==> src/issue_pkg.sv <==
package issue_pkg;

    // queue geometry
    localparam int DEPTH = 8;
    localparam int IN_PORTS = 2;
    localparam int OUT_PORTS = 2;
    localparam int WB_CHANNELS = 3;

    // execution units per class
    localparam int ALU_NUM = 2;
    localparam int LSU_NUM = 1;
    localparam int MUL_NUM = 1;

    localparam int PHY_W = 6;
    localparam int ROB_W = 5;
    localparam int DATA_W = 32;

    // occupancy counter has to reach DEPTH itself
    localparam int CNT_W = $clog2(DEPTH + 1);

    // per-class budget and used-port counters in select
    localparam int BUDGET_W = $clog2(ALU_NUM + LSU_NUM + MUL_NUM + 1);
    localparam int PORT_W = $clog2(OUT_PORTS + 1);

    // compaction candidates: stored entries followed by dispatch ports
    localparam int MERGE_NUM = DEPTH + IN_PORTS;
    localparam int SRC_W = $clog2(MERGE_NUM);

    typedef enum logic [1:0] {
        alu = 2'd0,
        lsu = 2'd1,
        mul = 2'd2
    } op_unit_t;

    typedef struct packed {
        logic [ROB_W-1:0] rob_id;
        op_unit_t op_unit;
        logic [PHY_W-1:0] rs1_phy;
        logic src1_loaded;
        logic [DATA_W-1:0] src1_value;
        logic [PHY_W-1:0] rs2_phy;
        logic src2_loaded;
        logic [DATA_W-1:0] src2_value;
        logic [PHY_W-1:0] rd_phy;
    } iq_entry_t;

    typedef struct packed {
        logic enable;
        logic [PHY_W-1:0] phy_id;
        logic [DATA_W-1:0] value;
    } wb_channel_t;

    typedef wb_channel_t [WB_CHANNELS-1:0] wb_feedback_t;

    // a set bit means that unit takes one operation this cycle
    typedef struct packed {
        logic [ALU_NUM-1:0] alu;
        logic [LSU_NUM-1:0] lsu;
        logic [MUL_NUM-1:0] mul;
    } unit_free_t;

    // population count over a zero-extended 32-bit word
    function automatic int count_ones(input logic [31:0] bits);
        int total;
        total = 0;
        for (int b = 0; b < 32; b++) begin
            total += int'(bits[b]);
        end
        return total;
    endfunction

endpackage

==> src/iq_wakeup.sv <==
`timescale 1ns/1ps

module iq_wakeup (
    input issue_pkg::iq_entry_t entries [0:issue_pkg::DEPTH-1],
    input issue_pkg::wb_feedback_t wb_feedback,
    output issue_pkg::iq_entry_t woken [0:issue_pkg::DEPTH-1]
);

    // one hit bit per feedback channel, per entry and source
    logic [issue_pkg::WB_CHANNELS-1:0] src1_match [0:issue_pkg::DEPTH-1];
    logic [issue_pkg::WB_CHANNELS-1:0] src2_match [0:issue_pkg::DEPTH-1];

    always_comb begin
        for (int i = 0; i < issue_pkg::DEPTH; i++) begin
            for (int c = 0; c < issue_pkg::WB_CHANNELS; c++) begin
                src1_match[i][c] = wb_feedback[c].enable
                                   && (wb_feedback[c].phy_id == entries[i].rs1_phy);
                src2_match[i][c] = wb_feedback[c].enable
                                   && (wb_feedback[c].phy_id == entries[i].rs2_phy);
            end
        end
    end

    // capture operand values; the scan runs downward so the
    // lowest-numbered matching channel is the one that sticks
    always_comb begin
        for (int i = 0; i < issue_pkg::DEPTH; i++) begin
            woken[i] = entries[i];

            if (!entries[i].src1_loaded) begin
                for (int c = issue_pkg::WB_CHANNELS - 1; c >= 0; c--) begin
                    if (src1_match[i][c]) begin
                        woken[i].src1_loaded = 1'b1;
                        woken[i].src1_value = wb_feedback[c].value;
                    end
                end
            end

            if (!entries[i].src2_loaded) begin
                for (int c = issue_pkg::WB_CHANNELS - 1; c >= 0; c--) begin
                    if (src2_match[i][c]) begin
                        woken[i].src2_loaded = 1'b1;
                        woken[i].src2_value = wb_feedback[c].value;
                    end
                end
            end
        end
    end

endmodule

==> config.mk <==
export PLATFORM = sky130hd
export DESIGN_NAME = iq_wakeup
export DESIGN_NICKNAME = d
export VERILOG_FILES = /design/src/issue_pkg.sv /design/src/iq_wakeup.sv
export SDC_FILE = /design/constraint.sdc
export NUM_CORES = 2
export LEC_CHECK = 0
export BUFFER_PORTS_ARGS = -buffer_cell sky130_fd_sc_hd__buf_2
export CAP_MARGIN = 10
export CORE_AREA = 2 2 616 618
export DETAILED_ROUTE_END_ITERATION = 7
export DIE_AREA = 0 0 618 620
export PLACE_DENSITY_LB_ADDON = 0.12
export SYNTH_ARGS = -nofsm -noshare
export SYNTH_HDL_FRONTEND = slang
export SYNTH_SLANG_ARGS = --single-unit
==> constraint.sdc <==
create_clock -name vclk -period 3
set_input_delay 0.6 -clock vclk [all_inputs]
set_output_delay 0.6 -clock vclk [all_outputs]
set_load 0.1 [all_outputs]
==> flow_summary.yaml <==
finish:
  layout.cells.most_common_list: "buf_12, buf_2, buf_4, o31ai_4, nand2_1"
  finalCoreUtilization_pct: 17.1
  n_clock_buffer: 0
  seq_cells: 0
  final_common_cell: "buf_12"
  share_of_layout_cells_above_drive_strength_1_pct: 71.6
  synthToLayoutAreaGrowth_pct: 198
  finish.net_count: 5867
  ff_latch_area_um2: 0
timing:
  max_slew.worst_pin.slew_ns: 0.906
  timing.final.max_slew_violations: 0
  achievable-frequency_mhz: 260
  setup_violations: 528
  rsz_0062_raised_after_global_routing: "true"
  slew_headroom_pct: 39.6
  finalHoldViolCount: 0
  timing.final.crit_period_ns: 3.85
  postLayoutSetupSlackWorst_ns: -0.847
  fin_worst_hold_slack_ns: 1.20
  period_share_pct: 128
die:
  dieWidth_um: 618
  floorplan.initialDensity_pct: 5.73
  core_area_um2: 377000
  ios: 1573
  placement_rows: 226
  die_height_um: 620
  die-area_um2: 383000
worst_setup_path:
  worst_setup_path_end_kind: "output port"
  criticalPathCategory: "in -> out"
  worst-path-max-fanout: 8
  worstPathArrival_ns: 3.25
  worst-endpoint-required_ns: 2.40
  timing.critical_path.from_type: "input port"
route:
  totalWireLength_mm: 428
  post_drt_wl_per_cell_um: 42.3
  detail_route.first_pass.iterations: 6
  ant_nets: 0
  viasPerCell: 3.76
  dr.first_iter.drc_count: 2844
  dr_total_vias: 38067
  route.detailed.drc: 0
synth:
  synth_area_per_cell_um2: 6.59
  syn-cell-area_um2: 21600
  synth.distinct_cells: 43
  synth_warnings: 0
  synth-seq-area-share_pct: 0
  synth_nets: 4124
  post_synthesis_cells: 3279
power:
  p_leak_nw: 24.2
  max-vdd-ir-drop_mv: 0.117
  internal-power_mw: 4.20
  seqPwrFrac_pct: 0
  combPwrFrac_pct: 100.0
  switching_share_pct: 67.8
  power.clock.fraction_pct: 0
  power.net_switching_mw: 8.84
  power.density_nw_per_um2: 202
clock_tree:
  cts-hold-fix-buffers: 0
run_status:
  violations: "setup timing"
  status: "finished with violations"
global_route:
  grt_first_pass_wirelength_mm: 509
  antenna_found_initial: 201
  grt_overflow: 0
  grt_pass1_vias: 37763
  grt_start_max_net_pins: 34
  total_routing_resource_utilization_after_global_routing_pct: 21.0
placement:
  port-buffer-count: 1365
  hpwlAfterDp_mm: 354
  place_congestion: 0.844
worst_hold_path:
  hold_path_class: "in -> out"
job:
  cap_violations: 0
-- layer usage --
| metal | vias to the layer above | GRT usage [%] | share of wire (%) |
|---|---|---|---|
| li1 | 15819 | - | - |
| met1 | 20081 | 25.5 | 41 |
| met2 | 1617 | 38.0 | 50 |
| met3 | 494 | 3.96 | 5.6 |
| met4 | 56 | 4.62 | 2.7 |
| met5 | - | 0 | 0.084 |
-- critical path, cell delays in order --
cell,delay (ns)
buf_8,0.11
buf_8,0.12
buf_12,0.13
buf_6,0.12
xnor2_2,0.13
nand4_1,0.19
nor4_4,0.51
buf_12,0.20
nor2b_4,0.06
buf_12,0.15
buf_8,0.17
buf_4,0.16
a221oi_4,0.25
o31ai_4,0.11
buf_12,0.18
-- cell type report --
type / count / area, um^2
diodes: 87 / 218
repair buffers: 2500 / 29500
inverters: 18 / 67.6
well taps: 5016 / 6280
multi-input cells: 2502 / 28400
fillers: 42035 / 313000
-- cell usage after synthesis (all sizes together) (39+ instances only) --
cell | instances | share of area [%]
xor2 | 144 | 5.8
xnor2 | 144 | 5.8
nand4 | 66 | 1.9
a21oi | 102 | 2.4
a221oi | 425 | 22
buf | 431 | 13
nor4 | 46 | 3.5
nand3 | 39 | 0.90
a221o | 73 | 3.4
o31ai | 440 | 15
nor2 | 426 | 7.4
clkbuf | 328 | 5.7
nand2 | 489 | 8.5
-- stage by stage --
stage | power (mW) | TNS [ns] | std cells | worst slack (ns) | area (um^2)
final | 13.0 | -340.53 | 10123 | -0.847 | 64500
after global routing | 13.3 | -376.58 | 10081 | -0.919 | 64300
after CTS | 13.0 | -375.20 | 9897 | -1.02 | 61100
after detailed placement | 12.6 | -471.00 | 9763 | -1.55 | 57300
after global placement | 12.7 | -467.10 | 9763 | -1.55 | 57300
after floorplan | 7.38 | -180.49 | 3279 | -0.445 | 30500
-- worst paths after layout --
check	from	cells past startpoint	slack, ns	to
worst max-delay path	wb_feedback[76]	15	-0.85	woken[344]
worst min-delay path	entries[182]	0	1.20	woken[182]
-- kinds of logic (layout without fill, tap and decap cells) --
logic type / count (synthesis) / count (layout) / share of synthesized area [%]
and+or+nand+nor: 1144 / 1144 / 25.0
AOI/OAI and AO/OA: 1070 / 1070 / 44.3
buffers and inverters: 777 / 2518 / 19.1
xor gates and xnor gates: 288 / 288 / 11.7
other: 0 / 87 / 0
-- power by group through the flow --
stage | Combinational, mW | Clock [mW] | Sequential (mW)
global route | 13.3 | 0.00000191 | 0
detailed placement | 12.6 | 0 | 0
finish | 13.0 | 0.00000278 | 0
global placement | 12.7 | 0 | 0
CTS | 13.0 | 0 | 0
floorplan | 7.38 | 0 | 0
-- repair_timing --
| item | 4_1_cts | 5_1_grt |
|---|---|---|
| gates resized for setup | 403 | 279 |
| endpoints found under the setup margin | 528 | 528 |
| gates cloned | 12 | 20 |
| pin swaps | 121 | 130 |
| endpoints found under the hold margin | 0 | 0 |
| setup buffers | 131 | 137 |
Power figures use the tool's default switching activity.
