===== src/issue_pkg.sv =====
package issue_pkg;

    // queue geometry
    localparam int DEPTH = 8;
    localparam int IN_PORTS = 2;
    localparam int OUT_PORTS = 2;
    localparam int WB_CHANNELS = 3;

    // execution units per class
    localparam int ALU_NUM = 2;
    localparam int LSU_NUM = 1;
    localparam int MUL_NUM = 1;

    localparam int PHY_W = 6;
    localparam int ROB_W = 5;
    localparam int DATA_W = 32;

    // occupancy counter has to reach DEPTH itself
    localparam int CNT_W = $clog2(DEPTH + 1);

    // per-class budget and used-port counters in select
    localparam int BUDGET_W = $clog2(ALU_NUM + LSU_NUM + MUL_NUM + 1);
    localparam int PORT_W = $clog2(OUT_PORTS + 1);

    // compaction candidates: stored entries followed by dispatch ports
    localparam int MERGE_NUM = DEPTH + IN_PORTS;
    localparam int SRC_W = $clog2(MERGE_NUM);

    typedef enum logic [1:0] {
        alu = 2'd0,
        lsu = 2'd1,
        mul = 2'd2
    } op_unit_t;

    typedef struct packed {
        logic [ROB_W-1:0] rob_id;
        op_unit_t op_unit;
        logic [PHY_W-1:0] rs1_phy;
        logic src1_loaded;
        logic [DATA_W-1:0] src1_value;
        logic [PHY_W-1:0] rs2_phy;
        logic src2_loaded;
        logic [DATA_W-1:0] src2_value;
        logic [PHY_W-1:0] rd_phy;
    } iq_entry_t;

    typedef struct packed {
        logic enable;
        logic [PHY_W-1:0] phy_id;
        logic [DATA_W-1:0] value;
    } wb_channel_t;

    typedef wb_channel_t [WB_CHANNELS-1:0] wb_feedback_t;

    // a set bit means that unit takes one operation this cycle
    typedef struct packed {
        logic [ALU_NUM-1:0] alu;
        logic [LSU_NUM-1:0] lsu;
        logic [MUL_NUM-1:0] mul;
    } unit_free_t;

    // population count over a zero-extended 32-bit word
    function automatic int count_ones(input logic [31:0] bits);
        int total;
        total = 0;
        for (int b = 0; b < 32; b++) begin
            total += int'(bits[b]);
        end
        return total;
    endfunction

endpackage


===== src/iq_select.sv =====
`timescale 1ns/1ps

module iq_select (
    input issue_pkg::iq_entry_t woken [0:issue_pkg::DEPTH-1],
    input logic [issue_pkg::CNT_W-1:0] count,
    input issue_pkg::unit_free_t unit_free,
    output logic [issue_pkg::DEPTH-1:0] issued_mask,
    output issue_pkg::iq_entry_t issue_data [0:issue_pkg::OUT_PORTS-1],
    output logic [issue_pkg::OUT_PORTS-1:0] issue_valid
);

    logic [issue_pkg::DEPTH-1:0] valid_vec;
    logic [issue_pkg::DEPTH-1:0] ready_vec;

    // state carried along the age-ordered chain
    logic [issue_pkg::BUDGET_W-1:0] alu_left;
    logic [issue_pkg::BUDGET_W-1:0] lsu_left;
    logic [issue_pkg::BUDGET_W-1:0] mul_left;
    logic [issue_pkg::PORT_W-1:0] ports_used;
    logic older_lsu;
    logic budget_ok;

    // issue port an entry lands on when it issues
    logic [issue_pkg::PORT_W-1:0] slot [0:issue_pkg::DEPTH-1];

    always_comb begin
        for (int i = 0; i < issue_pkg::DEPTH; i++) begin
            valid_vec[i] = issue_pkg::CNT_W'(i) < count;
            ready_vec[i] = woken[i].src1_loaded && woken[i].src2_loaded;
        end
    end

    always_comb begin
        alu_left = issue_pkg::BUDGET_W'(issue_pkg::count_ones(32'(unit_free.alu)));
        lsu_left = issue_pkg::BUDGET_W'(issue_pkg::count_ones(32'(unit_free.lsu)));
        mul_left = issue_pkg::BUDGET_W'(issue_pkg::count_ones(32'(unit_free.mul)));
        ports_used = '0;
        older_lsu = 1'b0;
        issued_mask = '0;

        for (int i = 0; i < issue_pkg::DEPTH; i++) begin
            slot[i] = ports_used;

            case (woken[i].op_unit)
                issue_pkg::alu: budget_ok = (alu_left != '0);
                // memory operations leave in program order
                issue_pkg::lsu: budget_ok = (lsu_left != '0) && !older_lsu;
                issue_pkg::mul: budget_ok = (mul_left != '0);
                default: budget_ok = 1'b0;
            endcase

            issued_mask[i] = valid_vec[i] && ready_vec[i] && budget_ok
                             && (ports_used < issue_pkg::PORT_W'(issue_pkg::OUT_PORTS));

            if (issued_mask[i]) begin
                ports_used = ports_used + issue_pkg::PORT_W'(1);
                case (woken[i].op_unit)
                    issue_pkg::alu: alu_left = alu_left - issue_pkg::BUDGET_W'(1);
                    issue_pkg::lsu: lsu_left = lsu_left - issue_pkg::BUDGET_W'(1);
                    issue_pkg::mul: mul_left = mul_left - issue_pkg::BUDGET_W'(1);
                    default: begin
                    end
                endcase
            end

            // any older valid lsu blocks younger ones even when it issues
            if (valid_vec[i] && (woken[i].op_unit == issue_pkg::lsu)) begin
                older_lsu = 1'b1;
            end
        end
    end

    // k-th issued entry in age order goes to port k
    always_comb begin
        for (int k = 0; k < issue_pkg::OUT_PORTS; k++) begin
            issue_valid[k] = 1'b0;
            issue_data[k] = '0;
            for (int i = 0; i < issue_pkg::DEPTH; i++) begin
                if (issued_mask[i] && (slot[i] == issue_pkg::PORT_W'(k))) begin
                    issue_valid[k] = 1'b1;
                    issue_data[k] = woken[i];
                end
            end
        end
    end

endmodule


===== config.mk =====
export PLATFORM = sky130hd
export DESIGN_NAME = iq_select
export DESIGN_NICKNAME = d
export VERILOG_FILES = /design/src/issue_pkg.sv /design/src/iq_select.sv
export SDC_FILE = /design/constraint.sdc
export NUM_CORES = 1
export LEC_CHECK = 0
export BUFFER_PORTS_ARGS = -buffer_cell sky130_fd_sc_hd__buf_4
export CAP_MARGIN = 0
export CORE_AREA = 2 2 358 360
export DETAILED_ROUTE_END_ITERATION = 10
export DIE_AREA = 0 0 360 362
export GPL_TIMING_DRIVEN = 0
export PLACE_DENSITY = 0.3
export SLEW_MARGIN = 20
export SYNTH_ARGS = -nofsm -noshare
export SYNTH_HDL_FRONTEND = slang
export SYNTH_SLANG_ARGS = --single-unit

===== constraint.sdc =====
create_clock -name vclk -period 17.85
set_input_delay 2.6775 -clock vclk [all_inputs]
set_output_delay 2.6775 -clock vclk [all_outputs]
set_load 0.01 [all_outputs]

==> out/qor.yml <==
grtUsageMet2_pct: 45.0
first_pass_iters: 6
hold_slack_ns: 5.66
most-common-layout-cells: "928 x buf_4, 475 x nand2_1, 365 x o21ai_0"
cp_top_family: "simple AND/OR/NAND/NOR gates"
routed-via-count: 23100
vias_per_cell: 4.69
use_met3_pct: 4.20
synth_top_family_by_area: "compound AO/OA/AOI/OAI gates"
die-height_um: 362
core_area_sq_mm: 0.127
layout-drive-gt1-share_pct: 39.7
yosysTopAreaCell: "mux2_2"
critical_path_buf_inv_count: 7
start_kind: "primary input"
ys_seq_area_share_pct: 0
syn_area_sq_mm: 0.0149
syn-num-nets: 3101
synth-xor-area-share_pct: 1.47
hold_viol: 0
yosysWarnings: 0
fmax_mhz: 58.7
grt-busiest-layer: "met2"
rows: 131
crit_path_max_incr_delay_ns: 0.63
port_buffers: 925
synth-compound-area-share_pct: 34.7
grt_overflow: 0
synth-simple-area-share_pct: 22.9
muxShareOfSynthArea_pct: 28.6
worst_setup_path_end_kind: "primary output"
ioPinCount: 928
setup_viol: 0
first_iter_violations: 1748
setup_slack_ns: 0.828
grt_pass1_wl_um: 224000
hp-class: "in -> out"
ctsResizeCount: 1
die_w_um: 360
seq_area_sq_um: 0
rsz0062_at_grt: "false"
final_max_slew_viol_count: 0
arrival_ns: 14.34
gp_congestion: 0.896
critPathSlowestCell: "clkbuf_2"
fin_nets: 4034
dp_hpwl_um: 141000
max_cap_violations: 0
ctsHoldBuffers: 0
nFillCells: 14700
path_class: "in -> out"
ys_types: 78
track_usage_pct: 25.2
mostFrequentLayoutCell: "buf_4"
dieArea_sq_mm: 0.130
synthAdderAreaFrac_pct: 4.52
met1_usage_pct: 32.1
synthTopCellsByArea: "mux2_2 16%, o21ai_0 12%, mux2_1 12%"
status: "finished clean"
multi_input_area_sq_mm: 0.0137
n_sequential_cell: 0
post_drt_wl_per_cell_um: 35.1
wl_um: 173000
cp_data_required_time_ns: 15.17
syn_area_per_cell_sq_um: 6.42
placed_cell_area_sq_mm: 0.0240
antenna_found_initial: 41
initial_core_util_pct: 11.7
stdcell_area_sq_mm: 0.0242
fin_crit_sh_pct: 95.4
drc_errors: 0
max_slew_margin_pct: 18.6
area_growth_syn_to_layout_pct: 62.8
post-cts-setup-buffer-count: 0
clockBufferCount: 0
grt_pass1_vias: 24000
syn_inst: 2312
grt_max_degree: 13
crit_top_cell: "ha_1"
pre_cts_ws_ns: -0.0346
worstPathMaxFanout: 10
post-route-min-period_ns: 17.02
yosys.area.top_type_share_pct: 16.1
ant_nets: 0
worst_slew_pin_slew_ns: 1.22
==> Yosys cell counts, drive strengths merged, types with 5 or more instances <==
| master | number |
|---|---|
| ha | 52 |
| and3 | 7 |
| xnor2 | 21 |
| a21oi | 113 |
| o211ai | 180 |
| a221oi | 89 |
| o21a | 5 |
| clkbuf | 185 |
| buf | 49 |
| nor2 | 123 |
| o21ai | 366 |
| nor2b | 7 |
| nor3 | 94 |
| nand4b | 5 |
| and2 | 10 |
| nand3 | 10 |
| a211oi | 15 |
| inv | 28 |
| nand2b | 13 |
| nand3b | 8 |
| mux2i | 5 |
| a31oi | 6 |
| mux2 | 373 |
| nand2 | 475 |
==> metal layers <==
metal | share of wire (%) | routed length, um
met4 | 1.6 | 2720
met2 | 49 | 85600
met3 | 6.0 | 10400
met1 | 43 | 74200
met5 | 0.085 | 147
==> stage by stage <==
step	instances	setup TNS [ns]	util, %
floorplan	2312	0	-
global placement	4899	-27.52	18.8
detailed placement	4904	-0.0613	19.0
CTS	4904	0	19.0
global route	4912	0	19.1
finish	4926	0	19.1
==> area by class of cell <==
class,instances,area share (%)
Tap cell,1662,8.60
Antenna cell,21,0.217
Multi-Input combinational cell,2050,56.8
Buffer,234,4.80
Timing Repair Buffer,931,29.2
Inverter,28,0.435
==> final timing paths <==
check                   from         endpoint  slack, ns  depth (start not counted)
setup / recovery  woken[722]   issue_data[48]       0.83                         49
hold / removal     woken[87]  issue_data[178]       5.66                          3
==> cells by family (layout without fill, tap and decap cells) <==
group	after synthesis	in the layout
compound gates	809	809
simple gates	785	785
mux	378	378
buf+inv	262	1193
fa+ha+maj	53	53
xor+xnor	25	25
other cells	0	21
