File: src/issue_pkg.sv
package issue_pkg;

    // queue geometry
    localparam int DEPTH = 8;
    localparam int IN_PORTS = 2;
    localparam int OUT_PORTS = 2;
    localparam int WB_CHANNELS = 3;

    // execution units per class
    localparam int ALU_NUM = 2;
    localparam int LSU_NUM = 1;
    localparam int MUL_NUM = 1;

    localparam int PHY_W = 6;
    localparam int ROB_W = 5;
    localparam int DATA_W = 32;

    // occupancy counter has to reach DEPTH itself
    localparam int CNT_W = $clog2(DEPTH + 1);

    // per-class budget and used-port counters in select
    localparam int BUDGET_W = $clog2(ALU_NUM + LSU_NUM + MUL_NUM + 1);
    localparam int PORT_W = $clog2(OUT_PORTS + 1);

    // compaction candidates: stored entries followed by dispatch ports
    localparam int MERGE_NUM = DEPTH + IN_PORTS;
    localparam int SRC_W = $clog2(MERGE_NUM);

    typedef enum logic [1:0] {
        alu = 2'd0,
        lsu = 2'd1,
        mul = 2'd2
    } op_unit_t;

    typedef struct packed {
        logic [ROB_W-1:0] rob_id;
        op_unit_t op_unit;
        logic [PHY_W-1:0] rs1_phy;
        logic src1_loaded;
        logic [DATA_W-1:0] src1_value;
        logic [PHY_W-1:0] rs2_phy;
        logic src2_loaded;
        logic [DATA_W-1:0] src2_value;
        logic [PHY_W-1:0] rd_phy;
    } iq_entry_t;

    typedef struct packed {
        logic enable;
        logic [PHY_W-1:0] phy_id;
        logic [DATA_W-1:0] value;
    } wb_channel_t;

    typedef wb_channel_t [WB_CHANNELS-1:0] wb_feedback_t;

    // a set bit means that unit takes one operation this cycle
    typedef struct packed {
        logic [ALU_NUM-1:0] alu;
        logic [LSU_NUM-1:0] lsu;
        logic [MUL_NUM-1:0] mul;
    } unit_free_t;

    // population count over a zero-extended 32-bit word
    function automatic int count_ones(input logic [31:0] bits);
        int total;
        total = 0;
        for (int b = 0; b < 32; b++) begin
            total += int'(bits[b]);
        end
        return total;
    endfunction

endpackage

File: src/iq_storage.sv
`timescale 1ns/1ps

module iq_storage (
    input logic clk,
    input logic reset,
    input logic flush,
    input logic push,
    input issue_pkg::iq_entry_t dispatch_data [0:issue_pkg::IN_PORTS-1],
    input logic [issue_pkg::IN_PORTS-1:0] dispatch_valid,
    input issue_pkg::iq_entry_t woken [0:issue_pkg::DEPTH-1],
    input logic [issue_pkg::DEPTH-1:0] issued_mask,
    output issue_pkg::iq_entry_t entries [0:issue_pkg::DEPTH-1],
    output logic [issue_pkg::CNT_W-1:0] count,
    output logic [issue_pkg::IN_PORTS-1:0] channel_enable,
    output logic full,
    output logic empty
);

    logic [issue_pkg::CNT_W-1:0] free_space;
    logic [issue_pkg::IN_PORTS-1:0] accepted;
    logic [issue_pkg::CNT_W-1:0] issue_num;
    logic [issue_pkg::CNT_W-1:0] accept_num;
    logic [issue_pkg::CNT_W-1:0] count_next;

    // candidates for the next queue image, oldest first
    issue_pkg::iq_entry_t merged [0:issue_pkg::MERGE_NUM-1];
    logic [issue_pkg::MERGE_NUM-1:0] keep;
    logic [issue_pkg::CNT_W-1:0] dst [0:issue_pkg::MERGE_NUM-1];

    logic [issue_pkg::SRC_W-1:0] map_src [0:issue_pkg::DEPTH-1];
    logic [issue_pkg::DEPTH-1:0] map_valid;

    assign full = (count == issue_pkg::CNT_W'(issue_pkg::DEPTH));
    assign empty = (count == '0);
    assign free_space = issue_pkg::CNT_W'(issue_pkg::DEPTH) - count;

    // low min(free, IN_PORTS) channels open
    always_comb begin
        for (int k = 0; k < issue_pkg::IN_PORTS; k++) begin
            channel_enable[k] = free_space > issue_pkg::CNT_W'(k);
        end
    end

    assign accepted = {issue_pkg::IN_PORTS{push}} & dispatch_valid & channel_enable;

    assign issue_num = issue_pkg::CNT_W'(issue_pkg::count_ones(32'(issued_mask)));
    assign accept_num = issue_pkg::CNT_W'(issue_pkg::count_ones(32'(accepted)));
    assign count_next = count - issue_num + accept_num;

    always_comb begin
        for (int j = 0; j < issue_pkg::DEPTH; j++) begin
            merged[j] = woken[j];
            keep[j] = (issue_pkg::CNT_W'(j) < count) && !issued_mask[j];
        end
        // new entries go in as dispatched without same-cycle wakeup
        for (int k = 0; k < issue_pkg::IN_PORTS; k++) begin
            merged[issue_pkg::DEPTH + k] = dispatch_data[k];
            keep[issue_pkg::DEPTH + k] = accepted[k];
        end
    end

    // destination slot of each candidate is the number kept ahead of it
    always_comb begin
        dst[0] = '0;
        for (int j = 1; j < issue_pkg::MERGE_NUM; j++) begin
            dst[j] = dst[j-1] + issue_pkg::CNT_W'(keep[j-1]);
        end
    end

    // invert into a destination -> source map
    always_comb begin
        for (int d = 0; d < issue_pkg::DEPTH; d++) begin
            map_valid[d] = 1'b0;
            map_src[d] = '0;
            for (int j = issue_pkg::MERGE_NUM - 1; j >= 0; j--) begin
                if (keep[j] && (dst[j] == issue_pkg::CNT_W'(d))) begin
                    map_valid[d] = 1'b1;
                    map_src[d] = issue_pkg::SRC_W'(j);
                end
            end
        end
    end

    // slots past the new count keep stale data
    always_ff @(posedge clk) begin
        for (int d = 0; d < issue_pkg::DEPTH; d++) begin
            if (map_valid[d]) begin
                entries[d] <= merged[map_src[d]];
            end
        end
    end

    // flush wins over push
    always_ff @(posedge clk) begin
        if (reset || flush) begin
            count <= '0;
        end else begin
            count <= count_next;
        end
    end

endmodule

File: config.mk
export PLATFORM = sky130hd
export DESIGN_NAME = iq_storage
export DESIGN_NICKNAME = d
export VERILOG_FILES = /design/src/issue_pkg.sv /design/src/iq_storage.sv
export SDC_FILE = /design/constraint.sdc
export NUM_CORES = 2
export LEC_CHECK = 0
export ABC_AREA = 0
export BUFFER_PORTS_ARGS = -buffer_cell sky130_fd_sc_hd__buf_2
export CORE_AREA = 3 3 648 650
export CTS_CLUSTER_DIAMETER = 100
export DETAILED_ROUTE_END_ITERATION = 10
export DIE_AREA = 0 0 651 653
export PLACE_DENSITY = 0.39
export SYNTH_ARGS = -nofsm -noshare
export SYNTH_HDL_FRONTEND = slang
export SYNTH_SLANG_ARGS = --single-unit
File: constraint.sdc
create_clock -name clk -period 14.9 [get_ports clk]
set_clock_uncertainty 0.05 [all_clocks]
set_input_delay 2.98 -clock clk [delete_from_list [all_inputs] [get_ports clk]]
set_output_delay 2.98 -clock clk [all_outputs]
set_load 0.005 [all_outputs]
==> results.txt <==
- Once the clock tree was built, the resizer swapped 0 gates to a different size.
- Library cell appearing most often on the critical path: sky130_fd_sc_hd__ha_1
- Largest net degree at the start of global routing: 129
- Global routing finished with a remaining overflow of 0.
- CP Data Required Time: 15.57 ns
* Die Span Y: 653 um
- Measured along the x axis, the die boundary spans 651 um.
- DRC: 0
* Post-Synthesis Cells: between 10,000 and 15,000
- Cells after DPL: 16,300
- In this run, post-CTS hold repair placed 0 buffers.
* Number of global-route vias before repair: 97,700
- Main combinational cell family by area after synthesis: compound AO/OA/AOI/OAI gates
* Leak pwr: 39.1 nW
- The die covers about 430,000 um^2.
- Share of synthesized flip-flops with an asynchronous set or reset: 0
* Post-route minimum period: 11.38 ns
* Number of clock buffers inserted by TritonCTS: 123
- Of the total synthesized cell area, the portion taken by XOR and XNOR cells is 0.00194.
* First-pass GRT wire length: 962,000 um
- Of the cells placed in the final design, the portion with a size suffix greater than 1 is 0.259.
- Unrepaired setup endpoints after global routing: false
* Slowest stage cell, crit path: sky130_fd_sc_hd__nand2_4
- Summed over all failing endpoints, the final setup total negative slack is 0 ns.
* Number of max-capacitance violations reported: 0
- In this run, the number of DRC markers left after iteration 0 of detailed routing was 18,200.
- Synth Area in Compound Gates: 0.282
- Post-synthesis instance area: 83,300 um^2
- Buffers on Ports: between 1,500 and 2,000
- Io pins: 1,660
- Root buffer selected by CTS: sky130_fd_sc_hd__clkbuf_16
* Average cell area after synthesis: 8.09 um^2
- Traced cell by cell, the critical path runs through buf_2, a21oi_1, inv_1, fa_1, inv_1, ha_1, ha_1, ha_1, nand2_1, or3_1, nand4_1, nand3_1, o21ai_0, a211o_1, nand3_4, nand2_4, buf_12, nor3_1, nor4_1, o221a_2.
* Fin. Hold Viols: 0
* Number of buffers on the longest clock path: 4
- Period utilisation layout: 0.764
- Path type of the worst min-delay path: register to register
- Net count, final: 11,900
* Largest area contributor in the netlist: sky130_fd_sc_hd__edfxtp_1
* Top flip-flop cell by instance count after synthesis: sky130_fd_sc_hd__edfxtp_1
* GRT Overall Usage: 0.327
- Critical path launch point type: input pin
- Sum of routed wire length over all layers: 736,000 um
- After detailed routing, the average wire length per cell comes to 44.0 um.
- Unique cell type count in the Yosys netlist: 91
- Dividing the detail-routed via count by the number of cells gives 6.45.
* Max transition margin: 0.0492
* Post-route non-filler standard cell count: 16,700
* Final Cell Area: 101,000 um^2
- Yosys mapped a number of flops with a built-in enable equal to 728.
- Detailed placement finished with a half-perimeter wire length of 508,000 um.
- The H-tree was split into 3 levels.
* Initial antenna violation count: approximately 270
- In this run the remaining antenna-violating nets after routing total 0.
- For this run, the slowest stage of the critical path takes 0.98 ns.
- Max IR drop VDD: 0.456 mV
- At the pin with the least slew margin, the transition time is between 1 and 1.5 ns.
- The portion of synthesized area spent on multiplexers is 0.162.
* Largest fanout on the critical path: 120
- Setup Viol. Count Final: 0
- Derived from the worst setup path, the maximum achievable clock frequency is between 80 and 90 MHz.
- Fraction of the yosys area taken by sequential cells: 0.263
- Clock-pin slew was measured on the worst setup and hold paths at ~0.06 ns.
- Of the total synthesized cell area, the portion taken by full adders, half adders and majority gates is 0.00522.
- Max-slew violations: 0
- Critical path start-end classification: input pin to register
- Synth top area share: 0.262
- Post-CTS Setup Bufs: 0
- Core Region: between 400,000 and 500,000 um^2
* Run status: completed
- Area after DPL: 97,000 um^2
* Register bit total from synthesis: 732
- The initial utilization of the core area, before any placement, comes to 0.201.
- At the later pin of the worst-skew pair, clock insertion delay measures 0.89 ns.
* Top Family by Delay on Critical Path: simple AND/OR/NAND/NOR gates
- Signal arrival time at the worst endpoint: 12.06 ns
- For this design, the sink count on the clock tree is around 730.
* Top area cells in the synthesized netlist: sky130_fd_sc_hd__edfxtp_1 26%, sky130_fd_sc_hd__mux2i_1 8.8%, sky130_fd_sc_hd__nand2_1 6.4%
- The detailed router placed ~110k vias in this run.
* WP buf/inv: 4
- Routability-driven placement finished with a final weighted congestion of about 0.98.
* First drt pass iteration count: 8
- Of the total synthesized cell area, the portion taken by AND, OR, NAND and NOR gates is 0.213.
- The initialized floorplan defines 236 standard-cell rows.
- R2r setup slk: between 4 and 5 ns
- The number of nets in the synthesized netlist is 11,300.
- From synthesis to final layout, the design area changed by 21.7%.
- Type of destination of the critical path: register
- Ratio of total power to cell area: slightly below 300 nW/um^2
* CTS tree: yes
* Synth warnings: 0
==> logic make-up (layout without fill, tap and decap cells) <==
family          count (synthesis)  count (layout)
compound gates               3227            3227
other cells                     0             176
xor+xnor                       12              12
buf+inv                      1477            2254
simple gates                 3636            3636
fa+ha+maj                      30              30
mux                          1190            1190
flops                         732             732
==> worst reg2reg max path, stage by stage, from the launching register on <==
cell and delay (ns):
sky130_fd_sc_hd__dfxtp_1 0.57, sky130_fd_sc_hd__nor2_1 0.22, sky130_fd_sc_hd__a21oi_1 0.47, sky130_fd_sc_hd__inv_1 0.19
sky130_fd_sc_hd__fa_1 0.88, sky130_fd_sc_hd__inv_1 0.21, sky130_fd_sc_hd__ha_1 0.28, sky130_fd_sc_hd__ha_1 0.42
sky130_fd_sc_hd__ha_1 0.49, sky130_fd_sc_hd__nand2_1 0.19, sky130_fd_sc_hd__or3_1 0.34, sky130_fd_sc_hd__nand4_1 0.13
sky130_fd_sc_hd__nand3_1 0.64, sky130_fd_sc_hd__o21ai_0 0.80, sky130_fd_sc_hd__a211o_1 0.29, sky130_fd_sc_hd__nand3_4 0.76
sky130_fd_sc_hd__nand2_4 1.00, sky130_fd_sc_hd__buf_12 0.46, sky130_fd_sc_hd__nor3_1 0.26, sky130_fd_sc_hd__nor4_1 0.76
sky130_fd_sc_hd__o221a_2 0.45
==> registers in the layout, indices dropped and copies added, names as in the netlist <==
register  flops
count         4
entries     728
==> cell usage after synthesis, types with 73 or more instances <==
master	number
sky130_fd_sc_hd__nand2_1	1420
sky130_fd_sc_hd__clkbuf_1	1050
sky130_fd_sc_hd__mux2i_1	734
sky130_fd_sc_hd__edfxtp_1	728
sky130_fd_sc_hd__a211oi_1	683
sky130_fd_sc_hd__nand3_1	489
sky130_fd_sc_hd__nor3_1	458
sky130_fd_sc_hd__and3_1	446
sky130_fd_sc_hd__a21oi_1	428
sky130_fd_sc_hd__mux2_2	364
sky130_fd_sc_hd__o21ai_0	323
sky130_fd_sc_hd__a31oi_1	298
sky130_fd_sc_hd__buf_2	234
sky130_fd_sc_hd__nor2_1	213
sky130_fd_sc_hd__a22oi_1	206
sky130_fd_sc_hd__o22ai_1	203
sky130_fd_sc_hd__nor4_1	191
sky130_fd_sc_hd__o211ai_1	140
sky130_fd_sc_hd__and2_1	125
sky130_fd_sc_hd__o221ai_1	125
sky130_fd_sc_hd__a221oi_1	117
sky130_fd_sc_hd__o221a_2	110
sky130_fd_sc_hd__o22a_1	104
sky130_fd_sc_hd__a211o_1	94
sky130_fd_sc_hd__mux4_2	92
sky130_fd_sc_hd__a32o_1	90
sky130_fd_sc_hd__buf_1	90
sky130_fd_sc_hd__and4_1	77
sky130_fd_sc_hd__or3_1	75
sky130_fd_sc_hd__nand4_1	73
==> placed cells by master, fill, tap and decap left out, types with 121 or more instances in the layout <==
cell,netlist,final
sky130_fd_sc_hd__buf_2,234,1659
sky130_fd_sc_hd__o221ai_1,125,125
sky130_fd_sc_hd__diode_2,0,176
sky130_fd_sc_hd__o22ai_1,203,202
sky130_fd_sc_hd__clkbuf_16,0,125
sky130_fd_sc_hd__a21oi_1,428,420
sky130_fd_sc_hd__nand3_1,489,482
sky130_fd_sc_hd__and3_1,446,445
sky130_fd_sc_hd__o21ai_0,323,320
sky130_fd_sc_hd__buf_4,11,252
sky130_fd_sc_hd__nor2_1,213,201
sky130_fd_sc_hd__and2_1,125,121
sky130_fd_sc_hd__a31oi_1,298,297
sky130_fd_sc_hd__nand2_1,1420,1399
sky130_fd_sc_hd__o211ai_1,140,140
sky130_fd_sc_hd__mux2i_1,734,734
sky130_fd_sc_hd__edfxtp_1,728,728
sky130_fd_sc_hd__a211oi_1,683,681
sky130_fd_sc_hd__nor4_1,191,191
sky130_fd_sc_hd__a22oi_1,206,206
sky130_fd_sc_hd__nor3_1,458,454
sky130_fd_sc_hd__mux2_2,364,364
==> final timing paths <==
kind | depth (start not counted) | end | start
setup / recovery | 20 | entries[76]$_DFFE_PP_ | issued_mask[2]
hold / removal | 3 | count[3]$_SDFF_PP0_ | count[3]$_SDFF_PP0_
setup reg to reg | 20 | entries[76]$_DFFE_PP_ | count[3]$_SDFF_PP0_
hold reg to reg | 3 | count[3]$_SDFF_PP0_ | count[3]$_SDFF_PP0_
==> per-stage QoR <==
stage / setup WS [ns] / power (mW) / hold WS, ns / util
detailed placement: 2.88 / 25.4 / 0.837 / 0.234
global route: 3.32 / 30.0 / 0.868 / 0.245
global placement: 3.01 / 25.5 / 0.838 / 0.234
finish: 3.52 / 29.4 / 0.864 / 0.245
floorplan: 3.18 / 16.1 / 0.738 / -
CTS: 3.87 / 28.6 / 0.848 / 0.244
==> final cells by class <==
cell class,instances,area [um^2]
clock buffers,146,3210
multi-input cells,8095,56100
inverters,32,128
well taps,5474,6850
flip-flops and latches,732,21900
diodes,176,440
repair buffers,2000,12000
clock inverters,76,774
fillers,45400,312000
==> routing by layer <==
metal | global-route usage | wire length (um)
met5 | 0.000679 | 563
met4 | 0.238 | 61400
met3 | 0.0958 | 82300
met2 | 0.480 | 311000
met1 | 0.406 | 281000
==> where the power goes <==
part	switching [mW]	internal (mW)
Clock	1.32	1.78
Combinational	15.0	6.58
Sequential	0.591	4.16
Note: power is estimated with default switching activity, not from simulation.
